$ cat src/x25519_cfg.svh
`ifndef X25519_CFG_SVH
`define X25519_CFG_SVH

// Limbs per field element in radix 2^8
`define X25519_LIMBS 32

// Stored limb width with headroom for unreduced sums
`define X25519_LIMB_WIDTH 9

// Width of pass terms and pass outputs
`define X25519_WORD_WIDTH 32

// Default adder tree fan-in
`define X25519_FANIN 4

`endif

$ cat src/x25519_pkg.sv
`include "x25519_cfg.svh"

package x25519_pkg;

	////////////////////////////////////////////////////////////
	// Field element types

	// Operand or result, 32 limbs of 9 bits
	typedef struct packed {
		logic [`X25519_LIMBS-1:0][`X25519_LIMB_WIDTH-1:0] blocks;
	} bignum_t;

	// Pass terms or collected unreduced product, 32 words of 32 bits
	typedef struct packed {
		logic [`X25519_LIMBS-1:0][`X25519_WORD_WIDTH-1:0] blocks;
	} bignum32_t;

	////////////////////////////////////////////////////////////
	// Carry squeeze FSM

	// Two carry sweeps, each closed by a fold at the top limb
	typedef enum logic [2:0] {
		SQ_IDLE,
		SQ_CARRY1,
		SQ_FOLD1,
		SQ_CARRY2,
		SQ_FOLD2
	} squeeze_state_t;

endpackage

$ cat src/carry_squeeze.sv
`timescale 1ns/1ns
`include "x25519_cfg.svh"

module carry_squeeze (
	input  logic                  clk,
	input  logic                  rst,
	input  logic                  sq_start,
	input  x25519_pkg::bignum32_t wide,
	output logic                  sq_done,
	output x25519_pkg::bignum_t   sq_result
);

	localparam int N     = `X25519_LIMBS;
	localparam int W     = `X25519_WORD_WIDTH;
	localparam int LW    = `X25519_LIMB_WIDTH;
	localparam int IDX_W = $clog2(`X25519_LIMBS);

	x25519_pkg::squeeze_state_t state;
	x25519_pkg::bignum32_t      limbs;
	logic [W-1:0]               carry;
	logic [IDX_W-1:0]           idx;
	logic [W-1:0]               sum;

	// Current limb plus running carry, idx sits on the top limb in fold states
	assign sum = limbs.blocks[idx] + carry;

	////////////////////////////////////////////////////////////
	// FSM, 31 carries, fold, 31 carries, fold

	always_ff @(posedge clk) begin
		if (rst) begin
			state   <= x25519_pkg::SQ_IDLE;
			idx     <= '0;
			sq_done <= 1'b0;
		end else begin
			sq_done <= 1'b0;
			case (state)
				x25519_pkg::SQ_IDLE: begin
					if (sq_start) begin
						state <= x25519_pkg::SQ_CARRY1;
						idx   <= '0;
					end
				end
				x25519_pkg::SQ_CARRY1: begin
					idx <= idx + 1'b1;
					if (idx == IDX_W'(N - 2)) begin
						state <= x25519_pkg::SQ_FOLD1;
					end
				end
				x25519_pkg::SQ_FOLD1: begin
					state <= x25519_pkg::SQ_CARRY2;
					idx   <= '0;
				end
				x25519_pkg::SQ_CARRY2: begin
					idx <= idx + 1'b1;
					if (idx == IDX_W'(N - 2)) begin
						state <= x25519_pkg::SQ_FOLD2;
					end
				end
				x25519_pkg::SQ_FOLD2: begin
					state   <= x25519_pkg::SQ_IDLE;
					idx     <= '0;
					sq_done <= 1'b1;
				end
				default: state <= x25519_pkg::SQ_IDLE;
			endcase
		end
	end

	////////////////////////////////////////////////////////////
	// Limb datapath

	always_ff @(posedge clk) begin
		case (state)
			x25519_pkg::SQ_IDLE: begin
				if (sq_start) begin
					limbs <= wide;
					carry <= '0;
				end
			end
			// Keep low byte, push the rest up
			x25519_pkg::SQ_CARRY1, x25519_pkg::SQ_CARRY2: begin
				limbs.blocks[idx] <= {{(W-8){1'b0}}, sum[7:0]};
				carry             <= sum >> 8;
			end
			// Top limb keeps 7 bits, 2^255 = 19 folds the excess into limb 0
			x25519_pkg::SQ_FOLD1: begin
				limbs.blocks[idx] <= {{(W-7){1'b0}}, sum[6:0]};
				carry             <= (sum >> 7) * W'(19);
			end
			// Final carry lands unmasked in the top limb
			x25519_pkg::SQ_FOLD2: limbs.blocks[idx] <= sum;
			default: begin
			end
		endcase
	end

	// Result limbs are the low bits of each word
	always_comb begin
		for (int k = 0; k < N; k++) begin
			sq_result.blocks[k] = limbs.blocks[k][LW-1:0];
		end
	end

	// A new squeeze only starts from idle
	a_start_idle: assert property (
		@(posedge clk) disable iff (rst) sq_start |-> state == x25519_pkg::SQ_IDLE
	);

endmodule

$ cat config.mk
export PLATFORM = sky130hd
export DESIGN_NAME = carry_squeeze
export DESIGN_NICKNAME = d
export VERILOG_FILES = /design/src/x25519_pkg.sv /design/src/carry_squeeze.sv
export VERILOG_INCLUDE_DIRS = /design/src /design/src/src
export SDC_FILE = /design/constraint.sdc
export NUM_CORES = 2
export LEC_CHECK = 0
export ABC_AREA = 1
export BUFFER_PORTS_ARGS = -buffer_cell sky130_fd_sc_hd__buf_2
export CAP_MARGIN = 5
export CELL_PAD_IN_SITES_DETAIL_PLACEMENT = 0
export CELL_PAD_IN_SITES_GLOBAL_PLACEMENT = 1
export CORE_AREA = 2 2 506 508
export CTS_CLUSTER_SIZE = 30
export DETAILED_ROUTE_END_ITERATION = 10
export DIE_AREA = 0 0 508 510
export PLACE_DENSITY_LB_ADDON = 0.3
export SYNTH_ARGS = -nofsm -noshare
export SYNTH_HDL_FRONTEND = slang
export SYNTH_SLANG_ARGS = --single-unit
$ cat constraint.sdc
create_clock -name clk -period 29.7 [get_ports clk]
set_clock_uncertainty 0.2 [all_clocks]
set_input_delay 2.97 -clock clk [delete_from_list [all_inputs] [get_ports clk]]
set_output_delay 2.97 -clock clk [all_outputs]
set_load 0.01 [all_outputs]
Yosys cells after proc, flatten, opt, wreduce, memory -nomap -nowiden

Cells that the tools add are included.

Add/subtract/negate cells: 2
Multipliers: 1
$lt $le $gt $ge: 2
Equality and inequality tests: 8
Muxes and demuxes: 18
Reduce and logical (&&, ||, !) cells: 11

Operator list:

| operator                                                                     | count |
|---|---|
| 1024-bit case mux with 4 select lines                                        | 1 |
| 1024-bit bitwise mux                                                         | 3 |
| 1024-bit 2-to-1 mux                                                          | 1 |
| 32-bit binary-select mux with 5-bit select                                   | 1 |
| 32-bit demux with 5-bit select                                               | 1 |
| 32-bit 2-to-1 mux                                                            | 3 |
| 32-bit case mux with 3 select lines                                          | 1 |
| 32-bit adder                                                                 | 1 |
| 25-bit by 5-bit multiplier with 30-bit output, second input constant         | 1 |
| 5-bit case mux with 3 select lines                                           | 1 |
| 3-bit case mux with 4 select lines                                           | 1 |
| 3-bit 2-to-1 mux                                                             | 3 |
| 3-bit by 2-bit equality test with 1-bit output, second input constant        | 2 |
| 5-bit by 6-bit less-than comparator with 1-bit output, second input constant | 1 |
| 2-bit inequality test, second input constant                                 | 3 |
| 2-bit AND reduction                                                          | 3 |
| 3-bit nonzero test                                                           | 2 |
| 5-bit by 1-bit adder with 5-bit output, second input constant                | 1 |
| 5-bit equality test, second input constant                                   | 1 |
| 5-bit by 1-bit >= comparator with 1-bit output, second input constant        | 1 |
| 5-bit 2-to-1 mux                                                             | 1 |
| 4-bit nonzero test                                                           | 1 |
| 2-bit OR reduction                                                           | 2 |
| 3-bit by 1-bit equality test with 1-bit output, second input constant        | 1 |
| other kinds (5)                                                              | 5 |

Register bits: 1065
Bits of input ports: 1027
Output and inout port bits: 289
Logic and storage cells: 78

Logic depth before layout (Yosys ltp)

Word-level depth: 6
Depth in mapped cells: 45
Gate-level depth less buffers: 39

Worst setup path before layout

No wires, ideal clock.

Path kind: input to register
From: in sq_start
To: reg idx[4]
Data arrival time: 26.266 ns
Slack: 2.257 ns
Cell stages on the path: 5
Cells stage by stage: nor4_1 -> nor2_1 -> nor2_1 -> inv_1 -> a221oi_1

Cells in the longest elaborated chain, start to end: 2

RTL lines:

| what                            | line                | RTL |
|---|---|---|
| start, declared                 | carry_squeeze.sv:7  | `input logic sq_start,` |
| 2-bit inequality test (no line) | -                   |  |
| 2-bit AND reduction (no line)   | -                   |  |
| end signal, assigned            | carry_squeeze.sv:45 | `idx <= idx + 1'b1;` |
| end signal, assigned            | carry_squeeze.sv:55 | `idx <= idx + 1'b1;` |
| end, declared                   | carry_squeeze.sv:21 | `logic [IDX_W-1:0] idx;` |

Every way passes these cells.
A chain may end at the register's enable or synchronous reset.

Worst setup path in the final report

From: reg idx[0]
To: reg carry[25] (data pin)

Cells in the longest elaborated chain, start to end: 5

RTL lines:

| what                                          | line                | RTL |
|---|---|---|
| 32-bit binary-select mux with 5-bit select    | carry_squeeze.sv:25 | `assign sum = limbs.blocks[idx] + carry;` |
| 32-bit 2-to-1 mux (implied by the code)       | carry_squeeze.sv:25 |  |
| 32-bit adder                                  | carry_squeeze.sv:25 |  |
| 25-bit by 5-bit multiplier with 30-bit output | carry_squeeze.sv:89 | `carry <= (sum >> 7) * W'(19);` |
| 32-bit case mux with 3 select lines           | carry_squeeze.sv:74 | `case (state)` |
| end signal, assigned                          | carry_squeeze.sv:84 | `carry <= sum >> 8;` |
| end signal, assigned                          | carry_squeeze.sv:89 |  |
| end, declared                                 | carry_squeeze.sv:20 | `logic [W-1:0] carry;` |

Every way passes these cells. The select of a mux whose other input is x is not followed.

==> results_tabular.tex <==
\begin{tabular}{lr}
\hline
Metric & Value \\
\hline
\multicolumn{2}{l}{\textbf{Global route}} \\
Initial antenna violation count & 100 \\
Largest net degree at the start of global routing & 154 \\
First-pass GRT wire length & 592,000 µm \\
Global-route congestion overflow total & 0 \\
Vias in the first global route & 70,615 \\
Tot GR Track Use & 32.6\% \\
\multicolumn{2}{l}{\textbf{Clocking}} \\
Max H-tree Level & 4 \\
Hold-fix buffers at CTS & 0 \\
CTS Buffer Depth & 3 \\
Count of instances resized after the clock tree is built & 0 \\
Post-CTS Setup Inserts & 0 \\
Cell at the root of the clock tree & clkbuf\_16 \\
Later-pin clock latency in the skew report & 0.85 ns \\
Clock Sink Count & 1,063 \\
CTS tree & done \\
CTS Buf Count & 143 \\
Register clock-pin slew on the reported worst setup and hold paths & 0.06 ns \\
\multicolumn{2}{l}{\textbf{Synth}} \\
Count of mapped cells out of synthesis & 9,377 \\
Largest family of logic cells by synthesized area & simple AND/OR/NAND/NOR gates \\
Share of synthesized cell area in full adder, half adder and majority cells & 2.17\% \\
Synthesized area per cell & 7.57 µm² \\
Post-Synthesis Net Count & 10,514 \\
Number of enable flip-flop cells after synthesis & 1,054 \\
Main area contributors after synthesis & edfxtp\_1 45\%, nand2\_1 12\%, o21ai\_0 7.2\% \\
XOR/XNOR share of the synthesized area & 0.146\% \\
Syn. warnings & 0 \\
Synthesized-area fraction occupied by ao, oa, aoi and oai cells & 17.4\% \\
Dominant register cell in the synthesized netlist & edfxtp\_1 \\
Post-synthesis cell type with the largest combined area & edfxtp\_1 \\
Share of Yosys cell area claimed by the top area cell type & 44.6\% \\
Number of different library cells in the post-synthesis netlist & 52 \\
Proportion of synthesized chip area in sequential cells & 44.9\% \\
Total standard cell area after synthesis & 71,000 µm² \\
Simple-gate share of the synthesized area & 24.8\% \\
Fraction of synthesized area in multiplexers & 0\% \\
Number of flip-flops and latches in the synthesized netlist & 1,063 \\
FFs w/ async S/R, synth & 0\% \\
\multicolumn{2}{l}{\textbf{Floorplanning}} \\
Initial core utilization & 28.0\% \\
Top-level I/O count & 1,316 \\
Die width & 508 µm \\
Row count & 185 \\
Die height & 510 µm \\
Die ar. & 259,000 µm² \\
Core region area & 253,000 µm² \\
\multicolumn{2}{l}{\textbf{Timing}} \\
Final Setup Violations & 0 \\
Final worst hold slack & 0.338 ns \\
F\_max & 90.0 MHz \\
Number of hold violations in the final report & 0 \\
Portion of the clock cycle consumed by the worst path in the final layout & 37.4\% \\
Setup repair after global routing missed its margin & false \\
Sum Neg Setup Slack & 0 ns \\
Post-layout min period & 11.12 ns \\
Worst Max-Slew Pin Slew & 1.27 ns \\
Number of slew-limit violations in the final report & 0 \\
Max\_slew headroom & 15.0\% \\
\multicolumn{2}{l}{\textbf{Power and ir drop}} \\
Fraction of power consumed by combinational cells & 59.9\% \\
Part of the total power dissipated in the clock network & 15.3\% \\
Switching Power & 0.00625 W \\
Final Power & 0.0114 W \\
Total power divided by cell area & 138 nW/µm² \\
Seq pwr share & 24.8\% \\
Switching power share of the total & 54.7\% \\
Leak & 35.9 nW \\
Max rail drop VDD & 199 µV \\
Design internal power & 0.00518 W \\
\multicolumn{2}{l}{\textbf{Setup path}} \\
Register-to-register setup slack & 18.58 ns \\
Number of cells on the worst reg-to-reg path & 37 \\
Biggest fanout along the worst timing path & 123 \\
Critical path buffers and inverters & 10 \\
Worst path max stage delay & 1.05 ns \\
Cell class contributing the biggest share of worst-path delay & buffers and inverters \\
Arrival time at the worst endpoint & 11.47 ns \\
Slowest-stage cell, CP & clkinv\_1 \\
Endpoint type of the worst setup path & flop \\
Startpoint-to-endpoint class of the critical path & reg2reg \\
Worst r2r src & idx[0] \\
Reg-to-reg critical path endpoint & carry[25] \\
Critical Path Most Common Cell & nand2\_1 \\
Worst Setup Start Kind & flop \\
Worst path required time & 30.06 ns \\
\multicolumn{2}{l}{\textbf{Route}} \\
Post-DR wirelength/cell & 32.6 µm \\
Via density per instance & 5.54 \\
Total wire length & 442,000 µm \\
Drt first pass iters & 8 \\
Vias after detailed routing & 75,122 \\
Antenna Nets Post-Route & 0 \\
Post-route DRC & 0 \\
Detailed router's first-iteration violation count & 10,421 \\
\multicolumn{2}{l}{\textbf{Hold path}} \\
Hold path cells & 2 \\
Class of the tightest hold or removal check & reg2reg \\
Start point of the worst min-delay path & state[1] \\
Worst Hold End & state[2] \\
\multicolumn{2}{l}{\textbf{Final layout}} \\
Number of nets at the end of the flow & 11,138 \\
P\&R area growth vs syn & 16.5\% \\
Cell area after layout & 82,700 µm² \\
Most frequent standard cell in the layout excluding fill and tap cells & nand2\_1 \\
Final Core Density & 32.6\% \\
Fraction of final layout cells sized beyond drive strength 1 & 18.0\% \\
Commonest cells after routing, fill and taps aside & 2,262 x nand2\_1, 1,318 x nor2\_1, 1,315 x buf\_2 \\
\multicolumn{2}{l}{\textbf{Placement}} \\
Number of input and output port buffers inserted & 1,315 \\
Final RePlAce weighted congestion & 0.952 \\
Sum of net half-perimeters after detailed placement & 318,000 µm \\
Cell area after placement & 78,000 µm² \\
\multicolumn{2}{l}{\textbf{Run status}} \\
Run status & finished clean \\
\multicolumn{2}{l}{\textbf{Flow run}} \\
Max-cap violations & 0 \\
\hline
\end{tabular}
cell usage after synthesis, types with 2 or more instances:
master and count:
nand2_1 2273, clkinv_1 5, nand3_1 609, buf_2 322, o22ai_1 210, nor2_2 7, ha_1 88, nor3_1 20
nor2_4 31, a221oi_1 52, o31ai_1 2, nand3b_1 7, nand2_2 4, a211oi_1 2, nor4_1 8, a21boi_0 2
clkbuf_1 343, a22o_1 38, o21ai_0 1023, a2111oi_0 2, o21ai_1 75, inv_2 51, fa_1 22, nand4_1 16
nor3_2 4, o311ai_0 5, nor2_1 1343, a31oi_1 203, edfxtp_1 1054, xor2_1 7, nand3_2 2, dfxtp_1 9
o21bai_1 10, and2_1 11, a21o_1 9, buf_1 27, buf_4 298, a21oi_1 528, xnor2_1 3, inv_1 553
o211ai_1 79, or2_2 10
flip-flops by register name (all words and copies together), names as in the netlist:
name       count
limbs        736
sq_result    288
carry         30
idx            5
state          3
sq_done        1
routing by layer:
layer / share of wire, % / vias to the layer above / routed length (µm) / global-route usage (%)
met4: 7.8 / 28 / 34600 / 23.3
met3: 8.0 / 919 / 35300 / 5.17
met1: 39 / 36690 / 170000 / 40.5
met5: 0.043 / - / 189 / 0
li1: - / 32841 / - / -
met2: 46 / 4644 / 202000 / 51.6
cell type report:
class,instances,area (µm²)
multi-input cells,6713,31900
flip-flops and latches,1063,31800
inverters,610,2320
well taps,3366,4210
repair buffers,1470,7780
diodes,82,205
clock inverters,63,668
clock buffers,183,3790
fillers,27644,171000
through the flow:
step	setup WS, ns	cells
final	18.58	13550
after global routing	18.05	13534
after CTS	18.71	13468
after detailed placement	18.73	13222
after global placement	18.70	13222
after floorplan	2.26	9377
kinds of logic after synthesis:
group	after synthesis
simple gates	4349
fa+ha+maj	110
compound gates	2243
flops	1063
xor+xnor	11
buf+inv	1601
worst max path at each step:
stage             start        end  slack, ns  cells after the start
2_1_floorplan  sq_start     idx[4]       2.26                      5
3_3_place_gp     idx[0]  carry[25]      18.70                     37
3_5_place_dp     idx[0]  carry[25]      18.73                     37
4_1_cts          idx[0]  carry[25]      18.71                     37
5_1_grt          idx[0]  carry[25]      18.05                     37
6_report         idx[0]  carry[25]      18.58                     37
power groups by stage:
stage	combinational (W)	sequential, W	clock [W]
floorplan	0.00432	0.00280	0
global placement	0.00685	0.00283	0
detailed placement	0.00680	0.00283	0
CTS	0.00683	0.00281	0.00176
global route	0.00752	0.00287	0.00181
finish	0.00685	0.00283	0.00175
worst min-delay path: stages (launching register included):
cell     delay, ns
dfxtp_1       0.35
nand3_1       0.10
nor3_1        0.05
(Power assumes the default switching activity.)
